### config.mk
export PLATFORM = sky130hd
export DESIGN_NAME = softmax_unit
export DESIGN_NICKNAME = d
export VERILOG_FILES = /design/src/common/fixed_pkg.sv /design/src/common/softmax_ctl_pkg.sv /design/src/exp/mul_fast.sv /design/src/exp/pow2_lut.sv /design/src/exp/exp_x.sv /design/src/norm_div.sv /design/src/softmax_ctrl.sv /design/src/softmax_unit.sv
export SDC_FILE = /design/constraint.sdc
export NUM_CORES = 1
export LEC_CHECK = 0
export ABC_AREA = 1
export CAP_MARGIN = 10
export CORE_MARGIN = 5
export CORE_UTILIZATION = 35
export CTS_BUF_LIST = sky130_fd_sc_hd__clkbuf_2 sky130_fd_sc_hd__clkbuf_4 sky130_fd_sc_hd__clkbuf_8
export DETAILED_ROUTE_END_ITERATION = 10
export DONT_BUFFER_PORTS = 1
export SYNTH_ARGS = -nofsm -noshare
export SYNTH_HDL_FRONTEND = slang
export SYNTH_SLANG_ARGS = --single-unit
### constraint.sdc
create_clock -name clk -period 26.8 [get_ports clk]
set_input_delay 4.02 -clock clk [delete_from_list [all_inputs] [get_ports clk]]
set_output_delay 4.02 -clock clk [all_outputs]
set_load 0.005 [all_outputs]
### src/common/fixed_pkg.sv
package fixed_pkg;

    //////////////////////////////
    // Sample and result widths
    //////////////////////////////

    // One sample word, Q2.13 signed
    localparam int DATA_W = 16;
    // Fraction bits of a sample
    localparam int FRAC_BITS = 13;

    // ln(4) in Q2.13
    // exp_x saturates from here up
    localparam int LN4_Q = 11357;
    // log2(e) scaled by 2^13
    localparam int LOG2E_Q = 11819;
    // Largest positive Q2.13 word
    localparam int EXP_SAT = 32767;

    // Fraction bits used to address the 2^f tables
    localparam int LUT_IDX_W = 6;

    // Input sample, Q2.13
    typedef logic signed [DATA_W-1:0] data_t;
    // Output probability, Q0.15 in the low 15 bits
    typedef logic [DATA_W-1:0] prob_t;

endpackage

### src/common/softmax_ctl_pkg.sv
package softmax_ctl_pkg;

    // Width of the controller state register
    localparam int STATE_W = 3;

    // Controller phases in order of use
    typedef enum logic [STATE_W-1:0] {
        // Waiting for the first sample
        idle       = 3'd0,
        // Filling the buffer, max tracking
        load       = 3'd1,
        // One exponential per cycle, sum builds up
        expo       = 3'd2,
        // Kick off one division
        norm_start = 3'd3,
        // Waiting on the divider
        norm_wait  = 3'd4,
        // One-cycle end of vector
        done       = 3'd5
    } ctl_state_t;

endpackage

### src/exp/mul_fast.sv
`timescale 1ns/1ps

module log2_scale #(
    parameter int D_W = 16
) (
    input  logic signed [D_W-1:0] x,
    output logic        [D_W:0]   uivi
);

    // Binary point of the product, same as the sample's
    localparam int FRAC_S = (D_W == 8) ? 5 : fixed_pkg::FRAC_BITS;

    // Full width signed product x * log2(e)
    logic signed [2*D_W-1:0] prod;

    if (D_W == 8) begin : g_w8
        // log2(e) in Q2.5
        assign prod = x * 8'sd46;
    end else begin : g_w16
        // log2(e) in Q2.13
        assign prod = x * $signed(D_W'(fixed_pkg::LOG2E_Q));
    end

    // Sign bit, then integer and fraction field of the product
    // top two integer bits dropped, range never reaches them
    assign uivi = {prod[2*D_W-1], prod[2*D_W-4:FRAC_S]};

endmodule

### src/exp/pow2_lut.sv
`timescale 1ns/1ps

module pow2_lut #(
    parameter int D_W = 16
) (
    input  logic [fixed_pkg::LUT_IDX_W-1:0] vi_idx,
    output logic [D_W-1:0]                  pos_val,
    output logic [D_W-1:0]                  neg_val
);

    // Narrow variant keeps 32 entries in Q2.5
    localparam int IDX_W     = (D_W == 8) ? 5 : fixed_pkg::LUT_IDX_W;
    // Weight of 1.0 in table words
    localparam int ONE_SHIFT = (D_W == 8) ? 5 : fixed_pkg::FRAC_BITS;
    localparam int DEPTH     = 1 << IDX_W;

    // round(2^(+-k/DEPTH) * 2^ONE_SHIFT)
    function automatic int pow2_entry(input int k, input bit neg);
        real e;
        real v;
        e = real'(k) / real'(DEPTH);
        if (neg) begin
            e = -e;
        end
        v = (2.0 ** e) * real'(1 << ONE_SHIFT);
        return $rtoi(v + 0.5);
    endfunction

    logic [D_W-1:0] pos_tab [DEPTH];
    logic [D_W-1:0] neg_tab [DEPTH];
    logic [IDX_W-1:0] idx;

    //////////////////////////////
    // Table fill at elaboration
    //////////////////////////////

    for (genvar k = 0; k < DEPTH; k++) begin : g_tab
        localparam int POS_E = pow2_entry(k, 1'b0);
        localparam int NEG_E = pow2_entry(k, 1'b1);
        // 2^(k/DEPTH), 1.0 up to just under 2.0
        assign pos_tab[k] = D_W'(POS_E);
        // 2^(-k/DEPTH), 0.5 up to 1.0
        assign neg_tab[k] = D_W'(NEG_E);
    end

    // Upper fraction bits only
    assign idx = vi_idx[fixed_pkg::LUT_IDX_W-1 -: IDX_W];

    // Both entries always out, exp_x picks by sign
    assign pos_val = pos_tab[idx];
    assign neg_val = neg_tab[idx];

endmodule

### src/exp/exp_x.sv
`timescale 1ns/1ps

module exp_x #(
    parameter int D_W = 16
) (
    input  fixed_pkg::data_t x,
    output logic [D_W-1:0]   exp_out
);

    // Fraction bits of the working word
    localparam int FRAC_S = (D_W == 8) ? 5 : fixed_pkg::FRAC_BITS;

    logic signed [D_W-1:0]           x_w;
    logic [D_W:0]                    uivi;
    logic                            uivi_msb;
    logic [D_W-1:0]                  uivi_ab;
    logic [2:0]                      ui;
    logic [FRAC_S-1:0]               vi;
    logic [fixed_pkg::LUT_IDX_W-1:0] vi_idx;
    logic [D_W-1:0]                  pos_val;
    logic [D_W-1:0]                  neg_val;
    logic                            x_sat;
    logic [D_W-1:0]                  sat_word;

    // Top D_W bits of the sample, Q2.5 in the narrow case
    assign x_w = x[fixed_pkg::DATA_W-1 -: D_W];

    // exp(x) = 2^(x*log2 e), split into 2^ui * 2^vi
    log2_scale #(
        .D_W (D_W)
    ) i_log2_scale (
        .x    (x_w),
        .uivi (uivi)
    );

    assign uivi_msb = uivi[D_W];
    // Magnitude of the scaled value
    assign uivi_ab  = uivi_msb ? (~uivi[D_W-1:0] + 1'b1) : uivi[D_W-1:0];
    // Integer part gives the shift
    assign ui       = uivi_ab[D_W-1 -: 3];
    assign vi       = uivi_ab[FRAC_S-1:0];

    //////////////////////////////
    // 8 bit variant
    //////////////////////////////
    if (D_W == 8) begin : g_w8
        // ln4 in Q2.5
        assign x_sat    = x_w >= 8'sd44;
        assign sat_word = 8'b0_11_11111;
        // Five fraction bits, padded up to the index width
        assign vi_idx   = {vi, 1'b0};
    //////////////////////////////
    // 16 bit variant
    //////////////////////////////
    end else begin : g_w16
        assign x_sat    = x_w >= fixed_pkg::LN4_Q;
        assign sat_word = D_W'(fixed_pkg::EXP_SAT);
        // top fraction bits only
        assign vi_idx   = vi[FRAC_S-1 -: fixed_pkg::LUT_IDX_W];
    end

    pow2_lut #(
        .D_W (D_W)
    ) i_pow2_lut (
        .vi_idx  (vi_idx),
        .pos_val (pos_val),
        .neg_val (neg_val)
    );

    always_comb begin
        if (x_sat) begin
            // Result would no longer fit Q2.x
            exp_out = sat_word;
        end else if (!uivi_msb) begin
            exp_out = pos_val << ui;
        end else begin
            // Negative exponent, divide by 2^ui
            exp_out = neg_val >> ui;
        end
    end

endmodule

### src/norm_div.sv
`timescale 1ns/1ps

module norm_div #(
    parameter int D_W   = 16,
    parameter int SUM_W = 19
) (
    input  logic             clk,
    input  logic             reset,
    input  logic             div_start,
    input  logic [D_W-1:0]   div_num,
    input  logic [SUM_W-1:0] div_den,
    output logic             div_busy,
    output logic             div_valid,
    output fixed_pkg::prob_t div_q
);

    // One quotient bit per cycle, weight 2^15 first
    localparam int Q_W   = $bits(fixed_pkg::prob_t);
    localparam int CNT_W = $clog2(Q_W + 1);

    logic [SUM_W:0]   rem;
    logic [SUM_W-1:0] den_r;
    logic [Q_W-1:0]   quo;
    logic [CNT_W-1:0] step;
    logic [SUM_W:0]   rem_diff;
    logic             rem_ge;
    logic             last_step;

    // Trial subtraction
    assign rem_diff  = rem - {1'b0, den_r};
    assign rem_ge    = rem >= {1'b0, den_r};
    // All quotient bits in, result goes out next edge
    assign last_step = step == CNT_W'(Q_W);

    //////////////////////////////
    // Sequencing
    //////////////////////////////
    always_ff @(posedge clk) begin
        if (reset) begin
            div_busy  <= 1'b0;
            div_valid <= 1'b0;
            step      <= '0;
        end else begin
            div_valid <= 1'b0;
            if (div_start) begin
                div_busy <= 1'b1;
                step     <= '0;
            end else if (div_busy) begin
                if (last_step) begin
                    div_busy  <= 1'b0;
                    div_valid <= 1'b1;
                end else begin
                    step <= step + 1'b1;
                end
            end
        end
    end

    //////////////////////////////
    // Remainder and quotient
    //////////////////////////////
    always_ff @(posedge clk) begin
        if (div_start) begin
            // First compare is against num itself
            rem   <= {{(SUM_W + 1 - D_W){1'b0}}, div_num};
            den_r <= div_den;
            quo   <= '0;
        end else if (div_busy && !last_step) begin
            if (rem_ge) begin
                rem <= {rem_diff[SUM_W-1:0], 1'b0};
                quo <= {quo[Q_W-2:0], 1'b1};
            end else begin
                rem <= {rem[SUM_W-1:0], 1'b0};
                quo <= {quo[Q_W-2:0], 1'b0};
            end
        end else if (div_busy) begin
            // num equal to den gives 1.0, clamp to largest Q0.15
            div_q <= quo[Q_W-1] ? {1'b0, {(Q_W - 1){1'b1}}} : quo;
        end
    end

    // Controller must wait for the previous quotient
    a_no_restart: assert property (@(posedge clk) disable iff (reset)
        div_start |-> !div_busy);

    // Sum of exponentials is never empty
    a_den_nonzero: assert property (@(posedge clk) disable iff (reset)
        div_start |-> div_den != '0);

endmodule

### src/softmax_ctrl.sv
`timescale 1ns/1ps

module softmax_ctrl #(
    parameter int D_W     = 16,
    parameter int VEC_LEN = 8,
    parameter int SUM_W   = 19
) (
    input  logic             clk,
    input  logic             reset,
    input  logic             in_valid,
    input  fixed_pkg::data_t in_data,
    output fixed_pkg::data_t exp_in,
    input  logic [D_W-1:0]   exp_out,
    output logic             div_start,
    output logic [D_W-1:0]   div_num,
    output logic [SUM_W-1:0] div_den,
    input  logic             div_busy,
    input  logic             div_valid,
    input  fixed_pkg::prob_t div_q,
    output logic             busy,
    output logic             out_valid,
    output fixed_pkg::prob_t out_data,
    output logic             done
);

    localparam int IDX_W = $clog2(VEC_LEN);
    localparam logic [IDX_W-1:0] LAST = IDX_W'(VEC_LEN - 1);

    softmax_ctl_pkg::ctl_state_t state;

    fixed_pkg::data_t                buf_mem [VEC_LEN];
    fixed_pkg::data_t                max_r;
    logic [IDX_W-1:0]                idx;
    logic [SUM_W-1:0]                sum_r;
    logic                            last_idx;
    logic                            accept;
    logic [IDX_W-1:0]                wr_idx;
    logic signed [fixed_pkg::DATA_W:0] diff;

    assign last_idx = idx == LAST;

    // Samples taken while not busy, or while loading
    assign accept = in_valid && (state == softmax_ctl_pkg::idle ||
                                 state == softmax_ctl_pkg::done ||
                                 state == softmax_ctl_pkg::load);
    // First sample always lands in slot 0
    assign wr_idx = (state == softmax_ctl_pkg::load) ? idx : '0;

    //////////////////////////////
    // Exponential input
    //////////////////////////////

    // x minus max, one bit wider
    assign diff = {buf_mem[idx][fixed_pkg::DATA_W-1], buf_mem[idx]} -
                  {max_r[fixed_pkg::DATA_W-1], max_r};

    always_comb begin
        // Only the low side can overflow, x never exceeds max
        if (diff[fixed_pkg::DATA_W] && !diff[fixed_pkg::DATA_W-1]) begin
            exp_in = {1'b1, {(fixed_pkg::DATA_W - 1){1'b0}}};
        end else begin
            exp_in = diff[fixed_pkg::DATA_W-1:0];
        end
    end

    //////////////////////////////
    // Phase FSM
    //////////////////////////////
    always_ff @(posedge clk) begin
        if (reset) begin
            state     <= softmax_ctl_pkg::idle;
            idx       <= '0;
            max_r     <= '0;
            sum_r     <= '0;
            out_valid <= 1'b0;
        end else begin
            out_valid <= 1'b0;
            unique case (state)
                softmax_ctl_pkg::idle, softmax_ctl_pkg::done: begin
                    if (in_valid) begin
                        max_r <= in_data;
                        idx   <= IDX_W'(1);
                        state <= softmax_ctl_pkg::load;
                    end else begin
                        state <= softmax_ctl_pkg::idle;
                    end
                end
                softmax_ctl_pkg::load: begin
                    if (in_valid) begin
                        if (in_data > max_r) begin
                            max_r <= in_data;
                        end
                        if (last_idx) begin
                            idx   <= '0;
                            sum_r <= '0;
                            state <= softmax_ctl_pkg::expo;
                        end else begin
                            idx <= idx + 1'b1;
                        end
                    end
                end
                softmax_ctl_pkg::expo: begin
                    // One element per cycle
                    sum_r <= sum_r + SUM_W'(exp_out);
                    if (last_idx) begin
                        idx   <= '0;
                        state <= softmax_ctl_pkg::norm_start;
                    end else begin
                        idx <= idx + 1'b1;
                    end
                end
                softmax_ctl_pkg::norm_start: begin
                    if (!div_busy) begin
                        state <= softmax_ctl_pkg::norm_wait;
                    end
                end
                softmax_ctl_pkg::norm_wait: begin
                    if (div_valid) begin
                        out_valid <= 1'b1;
                        if (!last_idx) begin
                            idx   <= idx + 1'b1;
                            state <= softmax_ctl_pkg::norm_start;
                        end
                    end else if (out_valid && last_idx) begin
                        // last probability is out, close the vector
                        state <= softmax_ctl_pkg::done;
                    end
                end
                default: state <= softmax_ctl_pkg::idle;
            endcase
        end
    end

    // Buffer holds samples first, then their exponentials
    always_ff @(posedge clk) begin
        if (accept) begin
            buf_mem[wr_idx] <= in_data;
        end else if (state == softmax_ctl_pkg::expo) begin
            buf_mem[idx] <= fixed_pkg::data_t'(exp_out);
        end
    end

    // Quotient shows up one cycle after the divider flags it
    always_ff @(posedge clk) begin
        if (div_valid) begin
            out_data <= div_q;
        end
    end

    assign div_start = (state == softmax_ctl_pkg::norm_start) && !div_busy;
    assign div_num   = buf_mem[idx][D_W-1:0];
    assign div_den   = sum_r;

    assign busy = (state != softmax_ctl_pkg::idle) && (state != softmax_ctl_pkg::done);
    assign done = state == softmax_ctl_pkg::done;

    // Outputs only in the division pass, divider already idle
    a_out_in_norm: assert property (@(posedge clk) disable iff (reset)
        out_valid |-> (state == softmax_ctl_pkg::norm_start ||
                       state == softmax_ctl_pkg::norm_wait) && !div_busy);

    // End of vector never overlaps the last output
    a_done_alone: assert property (@(posedge clk) disable iff (reset)
        !(done && out_valid));

endmodule

### src/softmax_unit.sv
`timescale 1ns/1ps

module softmax_unit #(
    parameter int D_W     = 16,
    parameter int VEC_LEN = 8,
    parameter int SUM_W   = D_W + $clog2(VEC_LEN)
) (
    input  logic             clk,
    input  logic             reset,
    input  logic             in_valid,
    input  fixed_pkg::data_t in_data,
    output logic             busy,
    output logic             out_valid,
    output fixed_pkg::prob_t out_data,
    output logic             done
);

    // Controller to exponential unit
    fixed_pkg::data_t exp_in;
    logic [D_W-1:0]   exp_out;

    // Controller to divider
    logic             div_start;
    logic [D_W-1:0]   div_num;
    logic [SUM_W-1:0] div_den;
    logic             div_busy;
    logic             div_valid;
    fixed_pkg::prob_t div_q;

    softmax_ctrl #(
        .D_W     (D_W),
        .VEC_LEN (VEC_LEN),
        .SUM_W   (SUM_W)
    ) i_softmax_ctrl (
        .clk       (clk),
        .reset     (reset),
        .in_valid  (in_valid),
        .in_data   (in_data),
        .exp_in    (exp_in),
        .exp_out   (exp_out),
        .div_start (div_start),
        .div_num   (div_num),
        .div_den   (div_den),
        .div_busy  (div_busy),
        .div_valid (div_valid),
        .div_q     (div_q),
        .busy      (busy),
        .out_valid (out_valid),
        .out_data  (out_data),
        .done      (done)
    );

    // Purely combinational, result used in the same cycle
    exp_x #(
        .D_W (D_W)
    ) i_exp_x (
        .x       (exp_in),
        .exp_out (exp_out)
    );

    norm_div #(
        .D_W   (D_W),
        .SUM_W (SUM_W)
    ) i_norm_div (
        .clk       (clk),
        .reset     (reset),
        .div_start (div_start),
        .div_num   (div_num),
        .div_den   (div_den),
        .div_busy  (div_busy),
        .div_valid (div_valid),
        .div_q     (div_q)
    );

endmodule

==> results.cfg <==
[synthesis]
synth_compound_area_share_pct = 11.1
synth-seq-area-share_pct = 33.3
async_flop_share_pct = 0
ys_warn_count = 0
netlist_area_mm2 = 0.0217
ys.flop_type = edfxtp_1
synthesis.nets = 3091
synth_edf_count = 193
synth_top_family_by_area = simple AND/OR/NAND/NOR gates
synth-simple-area-share_pct = 24.8
syn_avg_cell_area_um2 = 7.80
synthMuxAreaShare_pct = 0
ys_types = 62
synth_fa_ha_area_share_pct = 19.7
syn_inst = 2783
synth_xor_area_share_pct = 1.88
ys_ff_latch = 265

[grt]
grt_pass1_vias = 17154
grt_usage_pct = 17.2
grt_pass1_wl_mm = 94.3
grt_antenna_before_repair = 0
grt_start_max_net_pins = 66
gr-total-overflow = 0

[sta]
timing.final.crit_share_pct = 58.0
final_period_minus_worst_setup_slack_ns = 15.54
max_slew_margin_pct = 21.1
worst_pin_slew_ns = 1.18
slew_violations = 0
hold_viol_final = 0
rsz0062_at_grt = no
setup_viol = 0
skew_ns = 0.0201
tns_ns = 0
fmax_ghz = 0.0643

[outcome]
outcome = completed

[critical_path]
cp_max_fo = 33
max_stage_delay_ns = 0.85
cp-end-kind = flop
startpoint_type = flop
critical_path_class = reg2reg
crit_arrival_ns = 16.00
crit_top_cell = nand2_1
crit_path_top_delay_cell = inv_1
required_ns = 27.26

[clocking]
cts_setup_buffers = 0
clk_path_buf_depth = 3
clk_pin_slew_ns = 0.06
clock-sinks = 265
clk_latency_ns = 0.56
cts_tree = built
htree_levels = 2
holdBufCountCts = 0
postCtsResizedCells = 0
cts_made_buffers = 42
cts-root-buf = clkbuf_8

[die]
dieHeight_um = 259
ios = 38
die_area_mm2 = 0.0671
row_count = 91
initial_core_util_pct = 35.2
fp.coreArea_mm2 = 0.0616
die_w_um = 259

[finish]
area_delta_synth_final_pct = 7.46
final_nets = 3066
antenna_cells = 0
fill_cells = 6425
seqCellArea_mm2 = 0.00724
multi_input_area_mm2 = 0.0125
final_layout_size_suffix_gt1_share_pct = 6.41
final_cells = 3628

[worst_hold_path]
hp-class = reg2reg

[placement]
dp_cells = 3550
gp_congestion = 0.955
hpwlAfterDp_mm = 44.7
portBuffers = 0

[job]
maxCapViolCount = 0

[drt]
vias_per_cell = 5.03
wire_per_inst_um = 16.4
drt_wl_total_mm = 59.4
firstDrtPassIters = 6
ant_nets = 0
post-route-drc-count = 0
via_count = 18266
drt-initial-drc-count = 1625
-- synth_stat cells, drive strengths merged, types with 10 or more instances --
| master | instances | share of area, % |
|---|---|---|
| nand4 | 27 | 0.78 |
| a21oi | 148 | 3.4 |
| fa | 89 | 8.2 |
| inv | 415 | 7.2 |
| o211ai | 10 | 0.35 |
| a31oi | 23 | 0.73 |
| o22ai | 32 | 0.92 |
| edfxtp | 193 | 27 |
| buf | 38 | 1.1 |
| nand3 | 248 | 5.9 |
| nor2 | 248 | 4.4 |
| xor2 | 27 | 1.2 |
| nand3b | 11 | 0.44 |
| ha | 200 | 12 |
| xnor2 | 15 | 0.64 |
| o21ai | 186 | 4.3 |
| dfxtp | 72 | 6.6 |
| nand2 | 677 | 12 |
| clkbuf | 48 | 0.83 |
| nor3 | 20 | 0.53 |
-- layout by cell type, fill, tap and decap left out, types with 3 or more instances in the layout --
cell type	instances
nor2_1	237
nand3b_1	10
clkinv_1	6
o21ai_1	29
buf_4	17
nor3b_1	6
dfxtp_1	71
xnor2_1	14
nand4_1	27
inv_2	23
clkbuf_8	45
nor3_2	4
a211oi_1	5
o21a_1	6
clkbuf_4	20
nor2_2	9
fa_1	89
inv_1	390
nand3_1	243
edfxtp_1	193
nand2_1	648
a21oi_1	147
o22ai_1	32
nand3_2	4
o21ai_0	156
nand2_4	8
o221ai_1	5
ha_1	200
nand2_2	21
clkinv_2	5
xor2_1	24
or2_2	4
a31oi_1	22
nor4_1	3
nor3_1	16
o21bai_1	6
o211ai_1	10
-- routing by layer --
metal | vias to the layer above | wire (um) | GRT usage, % | share of wire, %
li1 | 9137 | - | - | -
met1 | 8506 | 27300 | 24.2 | 46
met2 | 522 | 27900 | 29.0 | 47
met3 | 101 | 3040 | 1.65 | 5.1
met4 | 0 | 1150 | 3.54 | 1.9
met5 | - | 0 | 0 | 0
-- logic make-up (layout without fill, tap and decap cells) --
logic type / Yosys count / count (layout)
AND/OR/NAND/NOR: 1249 / 1249
XOR/XNOR: 42 / 42
flip-flops: 265 / 265
other: 1 / 1
adder cells (fa/ha/maj): 289 / 289
buffers and inverters: 503 / 511
AO/OA/AOI/OAI: 434 / 434
-- cell type report --
class / count / share of cell area [%]
clock buffer: 65 / 3.30
clock inverter: 12 / 0.316
inverter: 417 / 6.73
multi-input combinational: 2015 / 53.6
sequential: 265 / 31.0
tap: 837 / 4.49
timing repair buffer: 17 / 0.547
-- state kept, by name, summed over array words and instances (netlist names), named ones only --
register and cells:
i_norm_div.den_r 19, i_norm_div.div_busy 1, i_norm_div.div_q 15, i_norm_div.div_valid 1, i_norm_div.quo 16, i_norm_div.rem 20
i_norm_div.step 5, i_softmax_ctrl.buf_mem 128, i_softmax_ctrl.div_den 19, i_softmax_ctrl.idx 3, i_softmax_ctrl.max_r 16, i_softmax_ctrl.out_data 15
i_softmax_ctrl.out_valid 1, i_softmax_ctrl.state 3
-- metrics by stage --
| step | hold slack (ns) | utilization (%) | instance area [um^2] | setup WS, ns |
|---|---|---|---|---|
| floorplan | 0.400 | - | 21700 | 15.07 |
| global route | 0.416 | 37.9 | 23300 | 10.0 |
| finish | 0.416 | 37.9 | 23300 | 11.26 |
| global placement | 0.403 | 36.5 | 22500 | 11.61 |
| CTS | 0.418 | 37.9 | 23300 | 11.37 |
| detailed placement | 0.405 | 36.5 | 22500 | 11.43 |
-- worst paths after layout --
| kind | startpoint | endpoint | slack, ns | cells past startpoint |
|---|---|---|---|---|
| worst max-delay path | flop | i_softmax_ctrl.div_den[18] | 11.26 | 75 |
| worst max register to register | flop | i_softmax_ctrl.div_den[18] | 11.26 | 75 |
| worst min register to register | i_norm_div.div_q[13] | i_softmax_ctrl.out_data[13] | 0.42 | 0 |
| worst min-delay path | i_norm_div.div_q[13] | i_softmax_ctrl.out_data[13] | 0.42 | 0 |
-- worst max-delay path: cells and delay by family (launching register included) --
family | cells | cell delay [ns]
AO/OA/AOI/OAI | 16 | 2.97
AND/OR/NAND/NOR | 37 | 5.22
buffers and inverters | 11 | 2.29
adder cells (fa/ha/maj) | 11 | 4.58
flip-flops | 1 | 0.29
Power is left out: the tool's default activity adds up to more than one toggle a clock period on the data nets, which glitch-free logic cannot reach.
